**src/fetch_consts.svh**
```systemverilog
/*
 * build constants for the fetch front end, 16-bit address space
 * FETCH_SLOTS and FETCH_WINDOW_BYTES go together: two slots of up to 3 bytes each
 */
`ifndef FETCH_CONSTS_SVH
`define FETCH_CONSTS_SVH

// the 6502 reset vector sits at the top of memory
`define FETCH_RESET_PC 16'hFFFC

// predecode width and the byte window that covers it
`define FETCH_SLOTS 2
`define FETCH_WINDOW_BYTES 6

// fetch queue entries, must be a power of two
`define FQ_DEPTH 8

// entries in the decoder buffer, equal to the credits held after reset
`define DEC_CREDITS 4

// return stack entries, must be a power of two
`define RAS_DEPTH 8

`endif

```
**src/commit_pkg.sv**
```systemverilog
/*
 * commit side types seen by the fetch unit; only tgt_pc matters to fetch
 */
`default_nettype none

package commit_pkg;

	// destination of a committed result
	// the order follows the register file of the core, tgt_pc last
	typedef enum logic [2:0] {
		tgt_none,
		tgt_acc,
		tgt_x,
		tgt_y,
		tgt_sp,
		tgt_sr,
		tgt_mem,
		tgt_pc
	} commit_tgt_t;

	// the value carried on a commit bus, wide enough for an address
	typedef logic [15:0] commit_data_t;

endpackage

`default_nettype wire

```
**src/fetch_pkg.sv**
```systemverilog
/*
 * types of the fetch path; instruction bytes are stored opcode first, in bits 7:0
 */
`default_nettype none

package fetch_pkg;

	// 16-bit byte address, as on the 6502
	typedef logic [15:0] addr_t;

	// opcode in bits 7:0, operand bytes above it
	// bytes beyond the instruction length read as zero
	typedef logic [23:0] insn_t;

	// length in bytes, 1 to 3, zero is never produced
	typedef logic [1:0] insn_len_t;

	// ==============================
	// control transfer classes
	// ==============================
	// plain covers everything that does not move the fetch address
	typedef enum logic [2:0] {
		plain,
		branch,
		jmp,
		jsr,
		rts
	} insn_class_t;

endpackage

`default_nettype wire

```
**src/fetch_queue.sv**
```systemverilog
/*
 * the writer must respect space; slots are written in order starting at slot 0
 * dec_credit returns one credit per pulse and is never raised above the initial credit count
 */
`default_nettype none
`include "fetch_consts.svh"

module fetch_queue import fetch_pkg::*; (
	input  wire logic                    clk,
	input  wire logic                    rst,
	input  wire logic [`FETCH_SLOTS-1:0] wr_take,
	input  wire addr_t                   wr_pc   [0:`FETCH_SLOTS-1],
	input  wire insn_t                   wr_insn [0:`FETCH_SLOTS-1],
	input  wire insn_len_t               wr_len  [0:`FETCH_SLOTS-1],
	input  wire logic                    dec_credit,
	output logic [1:0]                   space,
	output logic                         dec_valid,
	output addr_t                        dec_pc,
	output insn_t                        dec_insn,
	output insn_len_t                    dec_len
);

	localparam int PTR_W = $clog2(`FQ_DEPTH);
	localparam int CNT_W = $clog2(`FQ_DEPTH + 1);
	localparam int CRD_W = $clog2(`DEC_CREDITS + 1);

	addr_t q_pc [0:`FQ_DEPTH-1];
	insn_t q_insn [0:`FQ_DEPTH-1];
	insn_len_t q_len [0:`FQ_DEPTH-1];

	logic [PTR_W-1:0] rd_ptr, wr_ptr;
	logic [CNT_W-1:0] count;
	logic [CNT_W-1:0] free;
	logic [CNT_W-1:0] n_wr;
	logic [CRD_W-1:0] credits;

	assign free = CNT_W'(`FQ_DEPTH) - count;
	assign space = (free >= CNT_W'(2)) ? 2'd2 : free[1:0];

	// entries arriving this cycle
	always_comb begin
		n_wr = '0;
		for (int i = 0; i < `FETCH_SLOTS; i++)
			n_wr = n_wr + CNT_W'(wr_take[i]);
	end

	// ==============================
	// decoder side
	// ==============================
	// a beat is sent only when the decoder has a free buffer entry
	assign dec_valid = (count != '0) && (credits != '0);
	assign dec_pc = q_pc[rd_ptr];
	assign dec_insn = q_insn[rd_ptr];
	assign dec_len = q_len[rd_ptr];

	// payload storage, taken slots pack into consecutive entries
	always_ff @(posedge clk) begin : write_port
		logic [PTR_W-1:0] idx;
		idx = wr_ptr;
		for (int i = 0; i < `FETCH_SLOTS; i++) begin
			if (wr_take[i]) begin
				q_pc[idx] <= wr_pc[i];
				q_insn[idx] <= wr_insn[i];
				q_len[idx] <= wr_len[i];
				idx = idx + 1'b1;
			end
		end
	end

	always_ff @(posedge clk) begin
		if (rst) begin
			rd_ptr <= '0;
			wr_ptr <= '0;
			count <= '0;
			credits <= CRD_W'(`DEC_CREDITS);
		end else begin
			wr_ptr <= wr_ptr + n_wr[PTR_W-1:0];
			rd_ptr <= rd_ptr + PTR_W'(dec_valid);
			count <= count + n_wr - CNT_W'(dec_valid);
			// each beat spends a credit and each returned pulse restores one
			credits <= credits + CRD_W'(dec_credit) - CRD_W'(dec_valid);
		end
	end

	// the program counter must stop fetch before the queue runs out of room
	a_no_overflow: assert property (@(posedge clk) disable iff (rst)
		n_wr <= free)
		else $error("fetch queue written beyond its depth");

	// the decoder can never hand back more entries than it was sent
	a_credit_bound: assert property (@(posedge clk) disable iff (rst)
		credits <= CRD_W'(`DEC_CREDITS))
		else $error("decoder returned more credits than it holds");

endmodule

`default_nettype wire

```
**src/fetch_unit.sv**
```systemverilog
/*
 * the instruction memory must answer win_data and win_hit in the same cycle as pc
 * the decoder must accept every dec_valid beat and return one dec_credit per freed entry
 */
`default_nettype none
`include "fetch_consts.svh"

module fetch_unit import fetch_pkg::*; import commit_pkg::*; (
	input  wire logic                             clk,
	input  wire logic                             rst,
	output addr_t                                 pc,
	input  wire logic [8*`FETCH_WINDOW_BYTES-1:0] win_data,
	input  wire logic                             win_hit,
	input  wire logic                             branch_miss,
	input  wire addr_t                            miss_pc,
	input  wire logic                             commit0_v,
	input  wire commit_tgt_t                      commit0_tgt,
	input  wire commit_data_t                     commit0_bus,
	input  wire logic                             commit1_v,
	input  wire commit_tgt_t                      commit1_tgt,
	input  wire commit_data_t                     commit1_bus,
	input  wire logic                             commit2_v,
	input  wire commit_tgt_t                      commit2_tgt,
	input  wire commit_data_t                     commit2_bus,
	output logic                                  dec_valid,
	output addr_t                                 dec_pc,
	output insn_t                                 dec_insn,
	output insn_len_t                             dec_len,
	input  wire logic                             dec_credit
);

	insn_len_t slot_len [0:`FETCH_SLOTS-1];
	insn_class_t slot_class [0:`FETCH_SLOTS-1];
	insn_t slot_insn [0:`FETCH_SLOTS-1];
	addr_t slot_tgt [0:`FETCH_SLOTS-1];
	logic [`FETCH_SLOTS-1:0] slot_take;
	addr_t wr_pc [0:`FETCH_SLOTS-1];
	logic [1:0] q_space;
	addr_t ra;
	logic ras_push, ras_pop;
	addr_t ras_push_addr;

	// queue entry addresses follow the slot lengths from pc
	for (genvar i = 0; i < `FETCH_SLOTS; i++) begin : g_wr_pc
		if (i == 0) begin : g_first
			assign wr_pc[i] = pc;
		end else begin : g_next
			assign wr_pc[i] = wr_pc[i-1] + addr_t'(slot_len[i-1]);
		end
	end

	// ==============================
	// fetch pipeline
	// ==============================
	predecode i_predecode (
		.win_data   (win_data),
		.pc         (pc),
		.slot_len   (slot_len),
		.slot_class (slot_class),
		.slot_insn  (slot_insn),
		.slot_tgt   (slot_tgt)
	);

	return_stack i_return_stack (
		.clk       (clk),
		.rst       (rst),
		.push      (ras_push),
		.push_addr (ras_push_addr),
		.pop       (ras_pop),
		.top       (ra)
	);

	program_counter i_program_counter (
		.clk           (clk),
		.rst           (rst),
		.slot_len      (slot_len),
		.slot_class    (slot_class),
		.slot_insn     (slot_insn),
		.slot_tgt      (slot_tgt),
		.ra            (ra),
		.win_hit       (win_hit),
		.q_space       (q_space),
		.branch_miss   (branch_miss),
		.miss_pc       (miss_pc),
		.commit0_v     (commit0_v),
		.commit0_tgt   (commit0_tgt),
		.commit0_bus   (commit0_bus),
		.commit1_v     (commit1_v),
		.commit1_tgt   (commit1_tgt),
		.commit1_bus   (commit1_bus),
		.commit2_v     (commit2_v),
		.commit2_tgt   (commit2_tgt),
		.commit2_bus   (commit2_bus),
		.pc            (pc),
		.slot_take     (slot_take),
		.ras_push      (ras_push),
		.ras_push_addr (ras_push_addr),
		.ras_pop       (ras_pop)
	);

	// kept slots go to the decoder through the credit-controlled queue
	fetch_queue i_fetch_queue (
		.clk        (clk),
		.rst        (rst),
		.wr_take    (slot_take),
		.wr_pc      (wr_pc),
		.wr_insn    (slot_insn),
		.wr_len     (slot_len),
		.dec_credit (dec_credit),
		.space      (q_space),
		.dec_valid  (dec_valid),
		.dec_pc     (dec_pc),
		.dec_insn   (dec_insn),
		.dec_len    (dec_len)
	);

endmodule

`default_nettype wire

```
**src/predecode.sv**
```systemverilog
/*
 * purely combinational; slot 1 is decoded even when slot 0 transfers control
 * rts targets are not computed here, the program counter takes them from the stack
 */
`default_nettype none
`include "fetch_consts.svh"

module predecode import fetch_pkg::*; (
	input  wire logic [8*`FETCH_WINDOW_BYTES-1:0] win_data,
	input  wire addr_t                            pc,
	output insn_len_t                             slot_len   [0:`FETCH_SLOTS-1],
	output insn_class_t                           slot_class [0:`FETCH_SLOTS-1],
	output insn_t                                 slot_insn  [0:`FETCH_SLOTS-1],
	output addr_t                                 slot_tgt   [0:`FETCH_SLOTS-1]
);

	// window bytes remaining from the start of each slot
	logic [8*`FETCH_WINDOW_BYTES-1:0] slot_raw [0:`FETCH_SLOTS-1];
	// address of the first byte of each slot
	addr_t slot_addr [0:`FETCH_SLOTS-1];

	// branches are the opcodes with a zero low nibble and an odd high nibble
	function automatic insn_class_t op_class(input logic [7:0] op);
		if (op[4:0] == 5'b10000)
			return branch;
		case (op)
			8'h4C: return jmp;
			8'h20: return jsr;
			8'h60: return rts;
			default: return plain;
		endcase
	endfunction

	// transfers have fixed lengths, everything else follows the low two bits
	function automatic insn_len_t op_len(input logic [7:0] op);
		case (op_class(op))
			branch: return 2'd2;
			jmp, jsr: return 2'd3;
			rts: return 2'd1;
			default: return (op[1:0] == 2'b00) ? 2'd1 : (op[1:0] == 2'b01) ? 2'd2 : 2'd3;
		endcase
	endfunction

	// clear the operand bytes that belong to the next instruction
	function automatic insn_t trim(input insn_t raw, input insn_len_t len);
		case (len)
			2'd1: return {16'h0000, raw[7:0]};
			2'd2: return {8'h00, raw[15:0]};
			default: return raw;
		endcase
	endfunction

	// ==============================
	// per slot decode
	// ==============================
	for (genvar i = 0; i < `FETCH_SLOTS; i++) begin : g_slot
		if (i == 0) begin : g_first
			assign slot_raw[i] = win_data;
			assign slot_addr[i] = pc;
		end else begin : g_next
			// each slot begins right after the bytes of the one before it
			assign slot_raw[i] = slot_raw[i-1] >> {slot_len[i-1], 3'b000};
			assign slot_addr[i] = slot_addr[i-1] + addr_t'(slot_len[i-1]);
		end

		assign slot_class[i] = op_class(slot_raw[i][7:0]);
		assign slot_len[i] = op_len(slot_raw[i][7:0]);
		assign slot_insn[i] = trim(slot_raw[i][23:0], slot_len[i]);

		always_comb begin
			case (slot_class[i])
				// displacement is relative to the byte after the branch
				branch: slot_tgt[i] = slot_addr[i] + 16'd2
					+ {{8{slot_insn[i][15]}}, slot_insn[i][15:8]};
				// absolute target, low byte first
				jmp, jsr: slot_tgt[i] = slot_insn[i][23:8];
				// other classes report their fall-through address
				default: slot_tgt[i] = slot_addr[i] + addr_t'(slot_len[i]);
			endcase
		end
	end

endmodule

`default_nettype wire

```
**src/program_counter.sv**
```systemverilog
/*
 * q_space must count free fetch queue entries, capped at 2
 * a redirect discards the whole fetch group of that cycle
 */
`default_nettype none
`include "fetch_consts.svh"

module program_counter import fetch_pkg::*; import commit_pkg::*; (
	input  wire logic                    clk,
	input  wire logic                    rst,
	input  wire insn_len_t               slot_len   [0:`FETCH_SLOTS-1],
	input  wire insn_class_t             slot_class [0:`FETCH_SLOTS-1],
	input  wire insn_t                   slot_insn  [0:`FETCH_SLOTS-1],
	input  wire addr_t                   slot_tgt   [0:`FETCH_SLOTS-1],
	input  wire addr_t                   ra,
	input  wire logic                    win_hit,
	input  wire logic [1:0]              q_space,
	input  wire logic                    branch_miss,
	input  wire addr_t                   miss_pc,
	input  wire logic                    commit0_v,
	input  wire commit_tgt_t             commit0_tgt,
	input  wire commit_data_t            commit0_bus,
	input  wire logic                    commit1_v,
	input  wire commit_tgt_t             commit1_tgt,
	input  wire commit_data_t            commit1_bus,
	input  wire logic                    commit2_v,
	input  wire commit_tgt_t             commit2_tgt,
	input  wire commit_data_t            commit2_bus,
	output addr_t                        pc,
	output logic [`FETCH_SLOTS-1:0]      slot_take,
	output logic                         ras_push,
	output addr_t                        ras_push_addr,
	output logic                         ras_pop
);

	// commit writes aimed at the program counter
	logic c0_pc, c1_pc, c2_pc;
	logic redirect;
	logic freeze;
	// slot moves control elsewhere under the static prediction
	logic [`FETCH_SLOTS-1:0] taken;
	addr_t slot_addr [0:`FETCH_SLOTS-1];
	// predicted destination of each slot, with rts resolved from the stack
	addr_t slot_dest [0:`FETCH_SLOTS-1];
	addr_t next_pc;

	assign c0_pc = commit0_v && (commit0_tgt == tgt_pc);
	assign c1_pc = commit1_v && (commit1_tgt == tgt_pc);
	assign c2_pc = commit2_v && (commit2_tgt == tgt_pc);
	assign redirect = c0_pc || c1_pc || c2_pc || branch_miss;

	// the queue must be able to take a full group before fetch moves on
	assign freeze = !win_hit || (q_space < 2'd2);

	// ==============================
	// slot prediction
	// ==============================
	for (genvar i = 0; i < `FETCH_SLOTS; i++) begin : g_slot
		if (i == 0) begin : g_first
			assign slot_addr[i] = pc;
			assign slot_take[i] = !freeze && !redirect;
		end else begin : g_next
			assign slot_addr[i] = slot_addr[i-1] + addr_t'(slot_len[i-1]);
			// nothing after a taken transfer is kept
			assign slot_take[i] = slot_take[i-1] && !taken[i-1];
		end

		// backward branches are predicted taken, the sign sits in bit 15
		assign taken[i] = (slot_class[i] == jmp) || (slot_class[i] == jsr)
			|| (slot_class[i] == rts)
			|| ((slot_class[i] == branch) && slot_insn[i][15]);
		assign slot_dest[i] = (slot_class[i] == rts) ? ra : slot_tgt[i];
	end

	// ==============================
	// next fetch address
	// ==============================
	// later assignments win, so the code runs from lowest to highest priority
	always_comb begin
		// sequential case, past the last slot of the group
		next_pc = slot_addr[`FETCH_SLOTS-1] + addr_t'(slot_len[`FETCH_SLOTS-1]);
		// walk backwards so the first taken slot is the one left standing
		for (int i = `FETCH_SLOTS - 1; i >= 0; i--) begin
			if (taken[i])
				next_pc = slot_dest[i];
		end
		if (freeze)
			next_pc = pc;
		if (branch_miss)
			next_pc = miss_pc;
		// commit2 is the youngest commit and overrides the others
		if (c0_pc)
			next_pc = commit0_bus;
		if (c1_pc)
			next_pc = commit1_bus;
		if (c2_pc)
			next_pc = commit2_bus;
	end

	always_ff @(posedge clk) begin
		if (rst)
			pc <= `FETCH_RESET_PC;
		else
			pc <= next_pc;
	end

	// return stack updates come only from slots that are kept
	always_comb begin
		ras_push = 1'b0;
		ras_pop = 1'b0;
		ras_push_addr = pc + 16'd3;
		for (int i = 0; i < `FETCH_SLOTS; i++) begin
			if (slot_take[i] && (slot_class[i] == jsr)) begin
				ras_push = 1'b1;
				// return lands on the byte after the 3-byte jsr
				ras_push_addr = slot_addr[i] + 16'd3;
			end
			if (slot_take[i] && (slot_class[i] == rts))
				ras_pop = 1'b1;
		end
	end

	// a window miss or a queue without room for two entries, with no redirect on
	// the miss or commit ports, leaves the fetch address where it was
	a_freeze_holds_pc: assert property (@(posedge clk) disable iff (rst)
		((!win_hit || (q_space < 2'd2)) && !branch_miss
			&& !(commit0_v && (commit0_tgt == tgt_pc))
			&& !(commit1_v && (commit1_tgt == tgt_pc))
			&& !(commit2_v && (commit2_tgt == tgt_pc)))
		|=> (pc == $past(pc)))
		else $error("pc moved while fetch was frozen");

endmodule

`default_nettype wire

```
**src/return_stack.sv**
```systemverilog
/*
 * no underflow or overflow detection; overflow overwrites the oldest entry
 * top is undefined until the first push, and the stack is not repaired after a miss
 */
`default_nettype none
`include "fetch_consts.svh"

module return_stack import fetch_pkg::*; (
	input  wire logic  clk,
	input  wire logic  rst,
	input  wire logic  push,
	input  wire addr_t push_addr,
	input  wire logic  pop,
	output addr_t      top
);

	localparam int PTR_W = $clog2(`RAS_DEPTH);

	addr_t stack [0:`RAS_DEPTH-1];
	// points at the current top entry and wraps in both directions
	logic [PTR_W-1:0] sp;

	assign top = stack[sp];

	// entry storage
	always_ff @(posedge clk) begin
		// a push with a pop replaces the top in place
		if (push && pop)
			stack[sp] <= push_addr;
		else if (push)
			stack[sp + 1'b1] <= push_addr;
	end

	// pointer moves only when push and pop do not cancel
	always_ff @(posedge clk) begin
		if (rst)
			sp <= '0;
		else if (push && !pop)
			sp <= sp + 1'b1;
		else if (pop && !push)
			sp <= sp - 1'b1;
	end

	// the program counter keeps only the first taken transfer of a group, so a
	// push and a pop together would mean two slots reached the stack at once
	a_one_slot_per_cycle: assert property (@(posedge clk) disable iff (rst)
		!(push && pop))
		else $error("return stack pushed and popped in the same cycle");

endmodule

`default_nettype wire

```
**config.mk**
```make
export PLATFORM = sky130hd
export DESIGN_NAME = fetch_unit
export DESIGN_NICKNAME = d
export VERILOG_FILES = /design/src/commit_pkg.sv /design/src/fetch_pkg.sv /design/src/fetch_queue.sv /design/src/fetch_unit.sv /design/src/predecode.sv /design/src/program_counter.sv /design/src/return_stack.sv
export VERILOG_INCLUDE_DIRS = /design/src
export SDC_FILE = /design/constraint.sdc
export NUM_CORES = 1
export LEC_CHECK = 0
export BUFFER_PORTS_ARGS = -buffer_cell sky130_fd_sc_hd__buf_2
export CELL_PAD_IN_SITES_DETAIL_PLACEMENT = 0
export CELL_PAD_IN_SITES_GLOBAL_PLACEMENT = 2
export CORE_MARGIN = 2
export CORE_UTILIZATION = 42
export CTS_CLUSTER_DIAMETER = 150
export DETAILED_ROUTE_END_ITERATION = 12
export GPL_ROUTABILITY_DRIVEN = 0
export GPL_TIMING_DRIVEN = 1
export PLACE_DENSITY_LB_ADDON = 0.1
export SLEW_MARGIN = 30
export SYNTH_ARGS = -nofsm -noshare
export SYNTH_HDL_FRONTEND = slang
export SYNTH_SLANG_ARGS = --single-unit
```
**constraint.sdc**
```tcl
create_clock -name clk -period 10.5 [get_ports clk]
set_clock_uncertainty 0.15 [all_clocks]
set_input_delay 2.1 -clock clk [delete_from_list [all_inputs] [get_ports clk]]
set_output_delay 2.1 -clock clk [all_outputs]
set_load 0.02 [all_outputs]
```
==> impl_metrics.env <==
export IMPL_status="completed"
export IMPL_synth_seq_area_share_pct=50.4
export IMPL_top_layer="met5"
export IMPL_arrival_ns=9.89
export IMPL_ff2ff_setup_slack_ns=4.02
export IMPL_via_per_inst=6.06
export IMPL_dp_cells=3522
export IMPL_slowest_delay_ns=0.74
export IMPL_synth_top_area_share_pct=48.0
export IMPL_hold_path_startpoint="i_fetch_queue.rd_ptr[2]"
export IMPL_synth_simple_area_share_pct=12.0
export IMPL_cts_resized_gates=0
export IMPL_end_kind="flip-flop"
export IMPL_period_share_pct=90.6
export IMPL_first_global_vias=21600
export IMPL_htree_levels=2
export IMPL_area_delta_synth_final_pct=13.6
export IMPL_wl_met2_um=48800
export IMPL_final_max_slew_violation_count=0
export IMPL_die_x_um=267
export IMPL_hold_end="i_fetch_queue.rd_ptr[2]"
export IMPL_hold_viol=0
export IMPL_synth_seq_cells=499
export IMPL_synth_compound_area_share_pct=11.8
export IMPL_period_needed_ns=9.51
export IMPL_post_cts_setup_buffers=0
export IMPL_worstReg2RegStart="i_program_counter.pc[1]"
export IMPL_fin_cells=3627
export IMPL_cts_tree="yes"
export IMPL_path_clk_slew_ns=0.06
export IMPL_synthAdderAreaFrac_pct=4.09
export IMPL_slew_headroom_pct=30.4
export IMPL_vias=22000
export IMPL_synth_area_um2=29000
export IMPL_worstHoldPathCells=2
export IMPL_crit_chain="buf_2 > and4b_1 > o21ai_2 > nand2_2 > mux2_2 > nor2_1 > o311a_1 > buf_4 > inv_1 > ha_1 > nor2_2 > a211oi_2 > ha_1 > fa_1 > a211o_1 > a2111oi_0 > o21ai_0 > o41ai_1 > o21ai_0 > xnor2_1 > a21oi_1 > o32ai_1"
export IMPL_ctsHoldBuffers=0
export IMPL_path_max_fanout=18
export IMPL_clock_root_buffer="clkbuf_16"
export IMPL_drt_iter0_drc=2215
export IMPL_worst_setup_path_type="in -> reg"
export IMPL_drc=0
export IMPL_grt_pass1_wl_um=148000
export IMPL_vdd_ir_drop_max_mv=0.122
export IMPL_cts_sinks=499
export IMPL_die_area_um2=71300
export IMPL_drive_gt1_share_pct=21.9
export IMPL_startpoint_type="input port"
export IMPL_synth_top_family_by_area="multiplexers"
export IMPL_io_pins=188
export IMPL_wl_met3_um=7720
export IMPL_ant_nets=0
export IMPL_syn_area_per_cell_um2=11.3
export IMPL_wl_per_cell_um=28.3
export IMPL_die_h_um=267
export IMPL_reg2regPathDepth=16
export IMPL_async_reset_ff_share_pct=0
export IMPL_syn_num_nets=2788
export IMPL_dp_hpwl_um=71400
export IMPL_clock_latency_ns=0.62
export IMPL_synth_area_leaders="edfxtp_1 (48%), mux4_2 (9.0%), nand2_1 (4.9%), o21ai_0 (4.5%), xnor2_1 (4.1%)"
export IMPL_max_slew_worst_pin_slew_ns=1.04
export IMPL_timing_setup_tns_ns=0
export IMPL_row_count=96
export IMPL_clock_tree_buffer_depth=3
export IMPL_synth_mux_area_share_pct=12.1
export IMPL_antenna_found_initial=9
export IMPL_worstReg2RegEnd="i_program_counter.pc[15]"
export IMPL_cellPowerDensity_nw_per_um2=226
export IMPL_drt_first_pass_iters=5
export IMPL_slowest_stage="a2111oi_0"
export IMPL_min_path_type="reg -> reg"
export IMPL_synth_flop_cell="edfxtp_1"
export IMPL_overflow=0
export IMPL_max_cap_violations=0
export IMPL_critPathRequiredTime_ns=10.88
export IMPL_timing_fmax_ghz=0.105
export IMPL_synth_edf_count=464
export IMPL_finalSetupViolCount=0
export IMPL_yosysUniqueCellTypes=93
export IMPL_wirelength_um=103000
export IMPL_core_um2=68500
export IMPL_numCtsBuffers=54
export IMPL_yosysTopAreaCell="edfxtp_1"
export IMPL_synth_xor_xnor_area_share_pct=6.12
export IMPL_groute_usage_overall_pct=28.8
export IMPL_fin_nets=2915
export IMPL_syn_inst=2569
export IMPL_io_buffers=187
export IMPL_ys_warnings_count=0
export IMPL_rsz0062_at_grt="no"
export IMPL_start_util_pct=42.4
export IMPL_m1WireLength_um=42500
export IMPL_grt_max_degree=49
export IMPL_p_leak_nw=11.3
cell families (layout without fill, tap and decap cells):
| group | after synthesis | after routing |
|---|---|---|
| xor gates and xnor gates | 202 | 202 |
| and+or+nand+nor | 767 | 767 |
| buffers and inverters | 260 | 432 |
| muxes | 199 | 199 |
| other | 0 | 4 |
| AOI/OAI and AO/OA | 551 | 551 |
| DFF | 499 | 499 |
| adders and majority gates | 91 | 91 |
registers in the layout, summed over array words and instances (netlist names), named ones only:
register and cells:
i_return_stack.stack 128, i_fetch_queue.q_insn 192, i_fetch_queue.rd_ptr 3, i_return_stack.sp 3, i_fetch_queue.q_pc 128, i_fetch_queue.count 4
i_fetch_queue.q_len 16, i_program_counter.pc 16, i_fetch_queue.credits 3, i_fetch_queue.wr_ptr 3
worst max path at each step:
stage / from / endpoint / slack, ns / cells past startpoint
6_report: win_data[3] / i_program_counter.pc[15] / 0.99 / 22
5_1_grt: win_data[5] / i_program_counter.pc[15] / 0.59 / 22
4_1_cts: win_data[3] / i_program_counter.pc[15] / 0.95 / 23
3_5_place_dp: win_data[3] / i_program_counter.pc[15] / 0.33 / 23
3_3_place_gp: win_data[3] / i_program_counter.pc[13] / 0.50 / 24
2_1_floorplan: win_data[6] / i_program_counter.pc[13] / 1.86 / 28
per-layer routing:
layer | track usage, % | vias up
met3 | 4.14 | 178
met4 | 9.44 | 6
met5 | 0 | -
met2 | 47.4 | 968
li1 | - | 9853
met1 | 39.2 | 11000
layout make-up:
class                   count  area [µm²]
inverters                  55         206
well taps                 882        1100
flip-flops and latches    499       14600
clock inverters            27         299
multi-input cells        1810       13600
diodes                      4        10.0
clock buffers              74        1470
repair buffers            276        1670
fillers                  6242       35500
per-stage QoR:
stage / setup slack, ns / instance area (µm²) / util, % / power (mW) / hold WS (ns)
floorplan: 1.86 / 29000 / - / 4.55 / 0.321
global placement: 0.501 / 31100 / 45.4 / 5.51 / 0.338
detailed placement: 0.326 / 31200 / 45.5 / 5.54 / 0.351
CTS: 0.948 / 32900 / 48.1 / 7.47 / 0.364
global route: 0.590 / 33000 / 48.2 / 7.79 / 0.407
finish: 0.990 / 33000 / 48.2 / 7.44 / 0.363
worst max-delay path: cells and delay by family:
| kind | cells | cell delay (ns) |
|---|---|---|
| compound gates | 10 | 3.97 |
| fa+ha+maj | 3 | 1.36 |
| simple gates | 4 | 1.22 |
| mux | 1 | 0.54 |
| buf+inv | 3 | 0.48 |
| xor+xnor | 1 | 0.19 |
synthesized netlist by cell type (24+ instances only):
cell type,instances
o21ai_0,261
nor3_1,32
nor2_1,160
edfxtp_1,464
inv_1,51
buf_1,24
nand3_1,84
xor2_1,65
dfxtp_1,35
mux2_2,59
ha_1,83
mux2i_1,24
nand2_1,377
clkbuf_1,154
mux4_2,116
xnor2_1,136
a21oi_1,81
power by group:
part	switching (mW)	internal, mW
Sequential	0.0956	2.43
Clock	0.820	1.11
Combinational	1.86	1.14
Total	2.77	4.67
cells in the final DEF (no fill, tap or decap), drive strengths merged, types with 10 or more instances in the layout:
cell,instances
a211oi,18
a21o,16
a21oi,81
a221oi,18
a31oi,21
buf,276
clkbuf,74
clkinv,12
dfxtp,35
edfxtp,464
ha,83
inv,60
mux2,59
mux2i,24
mux4,116
nand2,377
nand3,85
nand4,17
nor2,162
nor2b,10
nor3,35
nor4,12
o21ai,272
o22ai,15
o31ai,11
xnor2,136
xor2,66
Power figures use the tool's default switching activity.
